### config.mk
export PLATFORM = sky130hd
export DESIGN_NAME = audio_dac_top
export DESIGN_NICKNAME = d
export VERILOG_FILES = /design/src/dac_pwm_pkg.sv /design/src/dac_bus_pkg.sv /design/src/dac_bus_if.sv /design/src/audio_dac_top.sv /design/src/pwm_engine.sv /design/src/dac_regs.sv /design/src/bus_arbiter.sv
export VERILOG_INCLUDE_DIRS = /design/src /design/src/src
export SDC_FILE = /design/constraint.sdc
export NUM_CORES = 1
export LEC_CHECK = 0
export BUFFER_PORTS_ARGS = -buffer_cell sky130_fd_sc_hd__buf_2
export CORE_ASPECT_RATIO = 0.6
export CORE_UTILIZATION = 40
export DETAILED_ROUTE_END_ITERATION = 6
export GPL_TIMING_DRIVEN = 0
export PLACE_DENSITY = 0.56
export RECOVER_POWER = 100
export SLEW_MARGIN = 25
export SYNTH_ARGS = -nofsm -noshare
export SYNTH_HDL_FRONTEND = slang
export SYNTH_SLANG_ARGS = --single-unit
export TNS_END_PERCENT = 30
### constraint.sdc
create_clock -name sys_clk -period 2.1 [get_ports sys_clk]
set_clock_uncertainty 0.1 [all_clocks]
set_input_delay 0 -clock sys_clk [delete_from_list [all_inputs] [get_ports sys_clk]]
set_output_delay 0 -clock sys_clk [all_outputs]
set_load 0.01 [all_outputs]
### src/dac_defs.svh
/* Audio DAC widths and start values */

`ifndef DAC_DEFS_SVH
`define DAC_DEFS_SVH

// Width of the sample write bus
`define DAC_SAMPLE_W 16

// Lowest sample bit kept in the latches
// Bits below it are dropped on write
`define DAC_CODE_LSB 2

// Shared PWM down-counter
`define DAC_CNT_W 8

// Value loaded by ts at the start of a period
`define DAC_CNT_START 128

// Width of each low or high half pulse code
`define DAC_HALF_W 7

`endif
### src/dac_pwm_pkg.sv
/* DAC PWM types */

`default_nettype none

package dac_pwm_pkg;

	// Counter phase
	// Stop is held once the two top counter bits are set
	typedef enum logic {
		PWM_RUN  = 1'b0,
		PWM_STOP = 1'b1
	} pwm_phase_e;

endpackage

`default_nettype wire

### src/dac_bus_pkg.sv
/* DAC write bus types */

`default_nettype none

package dac_bus_pkg;

	// Which first-stage latch a write targets
	typedef enum logic {
		SEL_LEFT  = 1'b0,
		SEL_RIGHT = 1'b1
	} dac_sel_e;

	// Arbiter grant state
	// ARB_IDLE means no writer owns the bus
	typedef enum logic [1:0] {
		ARB_IDLE = 2'd0,
		ARB_DSP  = 2'd1,
		ARB_HOST = 2'd2
	} arb_state_e;

endpackage

`default_nettype wire

### src/dac_bus_if.sv
/* Sample write bus */

`timescale 1ns/10ps
`default_nettype none

`include "dac_defs.svh"

interface dac_bus_if;
	import dac_bus_pkg::*;

	// Write pending, held with sel and data until ack
	logic wr;
	dac_sel_e sel;
	logic [`DAC_SAMPLE_W-1:0] data;
	// One-cycle pulse, wr seen on a tick
	logic ack;

	// Arbiter side
	modport master (output wr, output sel, output data, input ack);

	// Latch side
	modport target (input wr, input sel, input data, output ack);

endinterface

`default_nettype wire

### src/audio_dac_top.sv
/* Stereo PWM audio DAC */

`timescale 1ns/10ps
`default_nettype none

`include "dac_defs.svh"

module audio_dac_top (
	input wire sys_clk,
	input wire resetl,
	input wire dac_tick,
	input wire tint,
	input wire ts,
	// DSP writer
	input wire dsp_req,
	input wire dac_bus_pkg::dac_sel_e dsp_sel,
	input wire [`DAC_SAMPLE_W-1:0] dsp_data,
	output logic dsp_ack,
	// Host writer
	input wire host_req,
	input wire dac_bus_pkg::dac_sel_e host_sel,
	input wire [`DAC_SAMPLE_W-1:0] host_data,
	output logic host_ack,
	// Pulse outputs, bit 1 is the high half
	output logic [1:0] ldac,
	output logic [1:0] rdac
);

	// Second-stage samples into the engine
	logic [`DAC_SAMPLE_W-1:`DAC_CODE_LSB] dl2;
	logic [`DAC_SAMPLE_W-1:`DAC_CODE_LSB] dr2;

	// Arbitrated write bus
	dac_bus_if bus ();

	bus_arbiter u_arbiter (
		.sys_clk   (sys_clk),
		.resetl    (resetl),
		.dsp_req   (dsp_req),
		.dsp_sel   (dsp_sel),
		.dsp_data  (dsp_data),
		.dsp_ack   (dsp_ack),
		.host_req  (host_req),
		.host_sel  (host_sel),
		.host_data (host_data),
		.host_ack  (host_ack),
		.bus       (bus.master)
	);

	dac_regs u_regs (
		.sys_clk  (sys_clk),
		.resetl   (resetl),
		.dac_tick (dac_tick),
		.tint     (tint),
		.bus      (bus.target),
		.dl2      (dl2),
		.dr2      (dr2)
	);

	pwm_engine u_pwm (
		.sys_clk  (sys_clk),
		.resetl   (resetl),
		.dac_tick (dac_tick),
		.ts       (ts),
		.dl2      (dl2),
		.dr2      (dr2),
		.ldac     (ldac),
		.rdac     (rdac)
	);

endmodule

`default_nettype wire

### src/pwm_engine.sv
/* Shared-counter PWM engine */

`timescale 1ns/10ps
`default_nettype none

`include "dac_defs.svh"

module pwm_engine (
	input wire sys_clk,
	input wire resetl,
	input wire dac_tick,
	input wire ts,
	input wire [`DAC_SAMPLE_W-1:`DAC_CODE_LSB] dl2,
	input wire [`DAC_SAMPLE_W-1:`DAC_CODE_LSB] dr2,
	output logic [1:0] ldac,
	output logic [1:0] rdac
);
	import dac_pwm_pkg::*;

	logic [`DAC_CNT_W-1:0] cnt;
	pwm_phase_e phase;

	// Pulse codes per half
	logic [`DAC_HALF_W-1:0] code_l0;
	logic [`DAC_HALF_W-1:0] code_l1;
	logic [`DAC_HALF_W-1:0] code_r0;
	logic [`DAC_HALF_W-1:0] code_r1;

	// One comparator
	function automatic logic pulse_on(
		input pwm_phase_e ph,
		input logic [`DAC_CNT_W-1:0] c,
		input logic [`DAC_HALF_W-1:0] code
	);
		return (ph == PWM_RUN) && (c[`DAC_HALF_W-1:0] < code);
	endfunction

	// Stopped when both top bits are set, i.e. 255 after 0
	assign phase = (cnt[`DAC_CNT_W-1] & cnt[`DAC_CNT_W-2]) ? PWM_STOP : PWM_RUN;

	// Low half is sample bits 8..2
	assign code_l0 = dl2[`DAC_CODE_LSB+`DAC_HALF_W-1:`DAC_CODE_LSB];
	assign code_r0 = dr2[`DAC_CODE_LSB+`DAC_HALF_W-1:`DAC_CODE_LSB];

	// High half takes the sign inverted, over bits 14..9
	assign code_l1 = {~dl2[`DAC_SAMPLE_W-1], dl2[`DAC_SAMPLE_W-2:`DAC_SAMPLE_W-`DAC_HALF_W]};
	assign code_r1 = {~dr2[`DAC_SAMPLE_W-1], dr2[`DAC_SAMPLE_W-2:`DAC_SAMPLE_W-`DAC_HALF_W]};

	// Period is 128, then 127 down to 0, so a code c gives c+1 high ticks
	// Counter leaves reset at 0 and so runs for one tick
	always_ff @(posedge sys_clk) begin
		if (!resetl) begin
			cnt <= '0;
		end else if (dac_tick) begin
			if (ts) begin
				cnt <= `DAC_CNT_W'(`DAC_CNT_START);
			end else if (phase == PWM_RUN) begin
				cnt <= cnt - 1'b1;
			end
		end
	end

	// Registered outputs, one tick behind the counter
	always_ff @(posedge sys_clk) begin
		if (!resetl) begin
			ldac <= 2'b00;
			rdac <= 2'b00;
		end else if (dac_tick) begin
			ldac[0] <= pulse_on(phase, cnt, code_l0);
			ldac[1] <= pulse_on(phase, cnt, code_l1);
			rdac[0] <= pulse_on(phase, cnt, code_r0);
			rdac[1] <= pulse_on(phase, cnt, code_r1);
		end
	end

endmodule

`default_nettype wire

### src/dac_regs.sv
/* Double-buffered sample latches */

`timescale 1ns/10ps
`default_nettype none

`include "dac_defs.svh"

module dac_regs (
	input wire sys_clk,
	input wire resetl,
	input wire dac_tick,
	input wire tint,
	dac_bus_if.target bus,
	output logic [`DAC_SAMPLE_W-1:`DAC_CODE_LSB] dl2,
	output logic [`DAC_SAMPLE_W-1:`DAC_CODE_LSB] dr2
);
	import dac_bus_pkg::*;

	// First stage, written from the bus
	logic [`DAC_SAMPLE_W-1:`DAC_CODE_LSB] dl1;
	logic [`DAC_SAMPLE_W-1:`DAC_CODE_LSB] dr1;
	logic load;

	// A pending write completes on the next tick
	assign load = bus.wr & dac_tick;

	// Ack in the same cycle the latch takes the data
	assign bus.ack = load;

	always_ff @(posedge sys_clk) begin
		if (!resetl) begin
			dl1 <= '0;
			dr1 <= '0;
			dl2 <= '0;
			dr2 <= '0;
		end else if (dac_tick) begin
			// Low sample bits are not kept
			if (load) begin
				if (bus.sel == SEL_LEFT) begin
					dl1 <= bus.data[`DAC_SAMPLE_W-1:`DAC_CODE_LSB];
				end else begin
					dr1 <= bus.data[`DAC_SAMPLE_W-1:`DAC_CODE_LSB];
				end
			end
			// Transfer strobe
			// A write on the same tick shows up one transfer later
			if (tint) begin
				dl2 <= dl1;
				dr2 <= dr1;
			end
		end
	end

endmodule

`default_nettype wire

### src/bus_arbiter.sv
/* DSP and host write arbiter */

`timescale 1ns/10ps
`default_nettype none

`include "dac_defs.svh"

module bus_arbiter (
	input wire sys_clk,
	input wire resetl,
	input wire dsp_req,
	input wire dac_bus_pkg::dac_sel_e dsp_sel,
	input wire [`DAC_SAMPLE_W-1:0] dsp_data,
	output logic dsp_ack,
	input wire host_req,
	input wire dac_bus_pkg::dac_sel_e host_sel,
	input wire [`DAC_SAMPLE_W-1:0] host_data,
	output logic host_ack,
	dac_bus_if.master bus
);
	import dac_bus_pkg::*;

	arb_state_e state;
	arb_state_e state_nxt;

	// Fixed priority, DSP first
	// Grant held until ack, then back to idle for one cycle
	always_comb begin
		state_nxt = state;
		case (state)
			ARB_IDLE: begin
				if (dsp_req) begin
					state_nxt = ARB_DSP;
				end else if (host_req) begin
					state_nxt = ARB_HOST;
				end
			end
			ARB_DSP, ARB_HOST: begin
				if (bus.ack) begin
					state_nxt = ARB_IDLE;
				end
			end
			default: state_nxt = ARB_IDLE;
		endcase
	end

	always_ff @(posedge sys_clk) begin
		if (!resetl) begin
			state <= ARB_IDLE;
		end else begin
			state <= state_nxt;
		end
	end

	// Granted writer onto the bus
	// Writers hold sel and data, so the mux output is stable too
	always_comb begin
		bus.wr = (state != ARB_IDLE);
		if (state == ARB_HOST) begin
			bus.sel = host_sel;
			bus.data = host_data;
		end else begin
			bus.sel = dsp_sel;
			bus.data = dsp_data;
		end
	end

	// Ack only back to the owner
	assign dsp_ack = bus.ack & (state == ARB_DSP);
	assign host_ack = bus.ack & (state == ARB_HOST);

endmodule

`default_nettype wire

==> results of run 1 <==
-- metal layers --
metal / wire, µm / global-route usage [%]
met1: 4590 / 29.4
met2: 3530 / 32.1
met3: 502 / 6.90
met4: 66 / 6.58
met5: 0 / 0
-- worst max-delay path, stage by stage, from the launching register on --
cell	delay (ps)
dfxtp_1	350
inv_1	70
ha_1	180
clkbuf_4	190
mux2i_1	220
nor2b_1	180
buf_4	190
buf_4	200
nand2_1	120
o211a_1	150
-- power by group through the flow --
| stage | Sequential [µW] | Clock [µW] | Combinational [µW] |
|---|---|---|---|
| 6_report | 1560 | 1880 | 731 |
| 2_1_floorplan | 1550 | 0 | 513 |
| 3_5_place_dp | 1590 | 0 | 685 |
| 3_3_place_gp | 1580 | 0 | 670 |
| 5_1_grt | 1570 | 1960 | 826 |
| 4_1_cts | 1560 | 1910 | 734 |
-- state kept, by name, summed over array words and instances, names as in the netlist --
signal / cells
u_pwm.rdac: 2
u_regs.dr1: 14
u_pwm.cnt: 8
u_arbiter.state: 2
u_regs.dr2: 14
u_pwm.ldac: 2
u_regs.dl2: 14
u_regs.dl1: 14
-- final cells by class --
type / instances / area [µm²] / share of cell area [%]
clock buffer: 10 / 239 / 5.40
inverter: 29 / 109 / 2.46
sequential: 70 / 1400 / 31.7
timing repair buffer: 67 / 467 / 10.6
multi-input combinational: 274 / 1840 / 41.6
tap: 108 / 135 / 3.06
clock inverter: 6 / 133 / 3.00
buffer: 21 / 100 / 2.26
-- final timing paths --
kind	startpoint	end	slack [ps]
hold / removal	dac_tick	u_pwm.cnt[0]$_SDFFE_PN0P_	20
hold reg to reg	u_pwm.ldac[0]$_SDFFE_PN0P_	u_pwm.ldac[0]$_SDFFE_PN0P_	360
setup / recovery	u_arbiter.state[0]$_SDFFE_PN0P_	u_regs.dl1[8]$_SDFFE_PN0P_	40
setup reg to reg	u_arbiter.state[0]$_SDFFE_PN0P_	u_regs.dl1[8]$_SDFFE_PN0P_	40
-- cell usage in the layout, fill, tap and decap left out, drive strengths merged, types with 7 or more instances in the layout --
master,Yosys,final
mux2i,15,15
nand2,95,95
dfxtp,70,70
dlygate4sd3,0,26
a211oi,8,8
nor3,9,9
o211a,28,28
a21boi,30,30
nor2,17,17
inv,29,29
ha,28,28
clkbuf,10,27
buf,11,44
o21ai,7,7
-- kinds of logic (layout without fill, tap and decap cells) --
| family | after synthesis | in the layout | share of synthesized area (%) |
|---|---|---|---|
| compound gates | 81 | 81 | 19.1 |
| xor+xnor | 6 | 6 | 1.52 |
| fa+ha+maj | 28 | 28 | 10.1 |
| buf+inv | 50 | 133 | 5.97 |
| flops | 70 | 70 | 40.6 |
| mux | 15 | 15 | 4.34 |
| simple gates | 144 | 144 | 18.4 |
-- stage by stage --
step	total power, µW	std cells	hold slack (ps)	setup slack [ps]
after global placement	2250	542	164	75.0
after detailed placement	2270	542	168	56.7
after CTS	4200	585	1.52	50.0
final	4170	585	17.3	44.9
after floorplan	2060	394	39.6	354
after global routing	4360	585	35.1	-112
-- what timing repair did --
action | in CTS | in global routing
hold buffers | 27 | 0
resized for setup | 0 | 2
hold endpoints to repair | 25 | 0
setup endpoints to repair | 0 | 20
==> results by group, run 1 <==
Outcome
  • Status: complete, no violations

Yosys
  • Yosys reg bits: 70
  • Number of synthesis warnings: 0
  • Cell taking the most area after synthesis: dfxtp_1
  • Post-synth ARST share: 0%
  • Yosys cell types: 32
  • Most common cell in the netlist: nand2_1
  • Synth area leaders: dfxtp_1 41%, nand2_1 10%, ha_1 10%
  • Top-area cell type share of the netlist area: 40.6%
  • Post-synth top cells: 95 x nand2_1, 70 x dfxtp_1, 29 x a21boi_0, 29 x inv_1
  • Cells after synthesis: 394
  • Ys flop type: dfxtp_1
  • Syn Area/Cell: 8.77 µm²
  • Register area share after synthesis: roughly two fifths
  • Netlist Area Pre-Place: about 3500 µm²
  • Synthesized netlist net count: 463
  • Post-synth EDFFs: 0

Placement
  • Final GP Congestion: 0.765
  • Port bufs: 40
  • Dpl cell area: ~3800 µm²
  • HPWL after DPL: 6410 µm

Final layout
  • Fin util: 54.4%
  • Fin nets: 541
  • # diodes: 0
  • Layout area overhead: 28.0%
  • Post-route cell area: between 4000 and 5000 µm²
  • Share of layout cells above drive strength 1: 13.8%
  • Fillers: 778

Global routing
  • Vias in the first global route: 2891
  • Largest net degree at the start of global routing: 13
  • Gr ovfl total: 0
  • Total track usage: 21.4%
  • First-pass GRT wire length: 14200 µm
  • Initial antenna violation count: 0

Power
  • Sw Share: 25.1%
  • Flop pwr share: 37.4%
  • Cell-internal power: 3120 µW
  • Sw Pwr: 1040 µW
  • Cell area power density: between 900 and 1000 nW/µm²
  • Peak VDD IR: about 0.48 mV
  • Comb power frac: 17.6%
  • Static Leak: around 0.002 µW
  • Clk pwr share: 45.0%

Critical path
  • Critical Path Fanout Max: 10
  • Setup crit end kind: flip-flop
  • Cell depth of the worst flop-to-flop path: 9
  • CP required: 2230 ps
  • Critical path type: reg -> reg
  • Worst EP arrival: 2190 ps
  • CP Launch Type: flip-flop

Floorplan
  • Initial Utilization: between 40% and 50%
  • Die extent in x: 122 µm
  • Rows: 25
  • Core ar.: around 8100 µm²
  • Io pins: 47
  • Die ar.: 9030 µm²
  • Die Span Y: between 70 and 80 µm

STA
  • Final period utilization: 97.9%
  • RSZ-0062 raised after global routing: true
  • Fin. Hold Viols: 0
  • Min Tclk post-route: 2060 ps
  • Worst-Margin Slew: 525 ps
  • Slew HR: 65.0%
  • FMAX: 487 MHz
  • Max-slew violations: 0
  • Setup TNS Final: 0 ps
  • Final setup vio count: 0

Min path
  • Hold path depth: 4
  • Tightest Hold Check Type: in -> reg

CTS
  • Postcts setup bufs: 0
  • Num Clock Sinks: 70
  • Clk Latency, worst-skew pair: between 300 and 400 ps
  • CTS tree: yes
  • CTS Buf Count: 9
  • Clock root cell: clkbuf_16
  • CTS H-tree lvls: 3
  • CTS clk-pin slew, worst paths: roughly 60 ps
  • Clk buf depth: 2

Route
  • Routed Antenna Nets: 0
  • Drt drc: 0
  • Routed vias: between 2k and 3k
  • Vias/cell: 5.04
  • DR pass1 iterations: 4
  • Total routed wirelength: 8690 µm
  • Wire length per cell: 14.9 µm
  • Iter 0 DRT Violations: 132

Job
  • MaxCap Viol Count: 0
No activity file was read; power rests on OpenSTA's default activity.
==> run 2: changes to the inputs <==
Settings changed: SETUP_SLACK_MARGIN from default to 0.3.
==> run 2 against run 1 <==
  * Cell area rose by 3.8%
  * Total power increased by 2.2%
  * Combinational power is 12% higher
  * Die area unchanged
  * Global-route usage up 0.50 points
  * Flip-flop and latch count unchanged
  * Critical path type unchanged
  * Largest cell class unchanged
==> results by group, run 2 (same netlist as run 1, synthesis figures left out) <==
Critical path
  • CP Buf/Inv Count: 3
  • CP top delay family: buffers and inverters
  • Critical path's largest stage delay: roughly 400 ps
  • Setup crit end kind: flip-flop
  • Critical path type: reg -> reg
  • CP required: approximately 2200 ps
  • Crit path cell chain: ha_4 > buf_6 > mux2i_4 > nor2b_1 > clkbuf_2 > buf_8 > nand2_4 > o211a_1
  • Worst setup path start: u_arbiter.state[1]$_SDFFE_PN0P_
  • RR Startpoint: u_arbiter.state[1]$_SDFFE_PN0P_
  • CP Launch Type: flip-flop
  • Critical Path Fanout Max: 6
  • Slowest CP cell: dfxtp_1
  • Worst EP arrival: 2010 ps

Global routing
  • Vias in the first global route: between 2k and 3k
  • First-pass GRT wire length: 14500 µm
  • Initial antenna violation count: 0
  • Largest net degree at the start of global routing: 13
  • Gr ovfl total: 0
  • Total track usage: between 20% and 30%

Final layout
  • Fin nets: between 500 and 600
  • Commonest non-fill, non-tap cell in the layout: nand2_1
  • Commonest cells after routing, fill and taps aside: 90 x nand2_1, 69 x dfxtp_1, 37 x buf_2, 29 x a21boi_0
  • Layout area overhead: 32.8%
  • Share of layout cells above drive strength 1: 17.1%
  • # diodes: 0

STA
  • Min Tclk post-route: 1880 ps
  • RSZ-0062 raised after global routing: true
  • Worst-Margin Slew: 513 ps
  • FMAX: 531 MHz
  • Final setup vio count: 0
  • Slew HR: around 66%
  • Final period utilization: 89.7%
  • Min Hold Slack: 11.7 ps
  • Setup TNS Final: 0 ps
  • Max-slew violations: 0
  • Fin. Hold Viols: 0

Min path
  • Hold wc startpoint: dsp_data[10]
  • Tightest Hold Check Type: in -> reg

Floorplan
  • Die extent in x: 122 µm
  • Die ar.: 9030 µm²
  • Die Span Y: 74 µm
  • Rows: 25
  • Io pins: 47
  • Initial Utilization: between 40% and 50%
  • Core ar.: between 8000 and 9000 µm²

Route
  • Total routed wirelength: 8970 µm
  • Iter 0 DRT Violations: 138
  • Routed Antenna Nets: 0
  • Wire length per cell: 15.1 µm
  • Vias/cell: 5.04
  • DR pass1 iterations: 4
  • Routed vias: 2995
  • Drt drc: 0

Outcome
  • Status: complete, no violations

Placement
  • Port bufs: 40
  • HPWL after DPL: 6410 µm
  • Final GP Congestion: 0.765

CTS
  • Clk Latency, worst-skew pair: about 330 ps
  • CTS tree: yes
  • CTS H-tree lvls: 3
  • CTS Buf Count: 9
  • Num Clock Sinks: 70
  • Clk buf depth: 2
  • Clock root cell: clkbuf_16
  • CTS clk-pin slew, worst paths: 60 ps

Power
  • Peak VDD IR: 0.483 mV
  • Cell area power density: 928 nW/µm²
  • Static Leak: between 0.002 and 0.0025 µW

Job
  • MaxCap Viol Count: 0
[run 2: cell types whose count changed in the layout (fill, tap and decap cells not counted), sizes merged]
cell and delta:
dlymetal6s4s -1, buf +4, clkbuf +5, dlygate4sd3 +1
[run 2: cell type report]
class / instances / area [µm²]
Clock inverter: 6 / 133
Tap cell: 108 / 135
Clock buffer: 10 / 239
Multi-Input combinational cell: 274 / 1910
Fill cell: 763 / 3540
Timing Repair Buffer: 76 / 551
Buffer: 21 / 109
Sequential cell: 70 / 1400
Inverter: 29 / 109
[run 2: path summary, 6_finish.rpt]
path                                  to  slack (ps)  cells past startpoint
max reg2reg  u_regs.dl1[10]$_SDFFE_PN0P_         220                      8
min          u_regs.dl1[10]$_SDFFE_PN0P_          10                      4
max          u_regs.dl1[10]$_SDFFE_PN0P_         220                      8
min reg2reg   u_pwm.ldac[0]$_SDFFE_PN0P_         360                      2
[run 2: per-stage QoR]
stage / power, µW / utilization, % / std cells / setup WS (ps) / area (µm²)
2_1_floorplan: 2060 / - / 394 / 354 / 3460
3_3_place_gp: 2250 / 46.6 / 542 / 75.0 / 3790
6_report: 4260 / 56.4 / 594 / 215 / 4590
4_1_cts: 4250 / 55.7 / 591 / 298 / 4530
5_1_grt: 4460 / 56.4 / 594 / 137 / 4590
3_5_place_dp: 2270 / 46.6 / 542 / 56.7 / 3790
[run 2: routing by layer]
metal  up-vias  wire length [µm]  GRT usage (%)
li1       1523                 -              -
met1      1412              4580           29.7
met2        52              3740           33.2
met3         8               572           7.44
met4         0                78           6.58
met5         -                 0              0
[run 2: repair_timing]
| action | 4_1_cts | 5_1_grt |
|---|---|---|
| gates resized for setup | 14 | 15 |
| endpoints found under the setup margin | 29 | 20 |
| buffers inserted | 6 | 2 |
| hold buffers | 27 | 0 |
| cloned | 0 | 1 |
| endpoints found under the hold margin | 24 | 0 |
| pin swaps | 1 | 1 |
[run 2: power by group]
| group | total [µW] | internal [µW] | leakage, µW | switching, µW |
|---|---|---|---|---|
| sequential | 1560 | 1450 | 0.000569 | 110 |
| combinational | 821 | 418 | 0.00133 | 403 |
| clock | 1870 | 1310 | 0.000179 | 565 |
[run 2: worst reg2reg max path: cells and delay by family, from the launching register on]
family | cells | cell delay [ps]
buffers and inverters | 3 | 520
DFF | 1 | 400
muxes | 1 | 240
and+or+nand+nor | 2 | 220
AOI/OAI and AO/OA | 1 | 140
adders and majority gates | 1 | 160
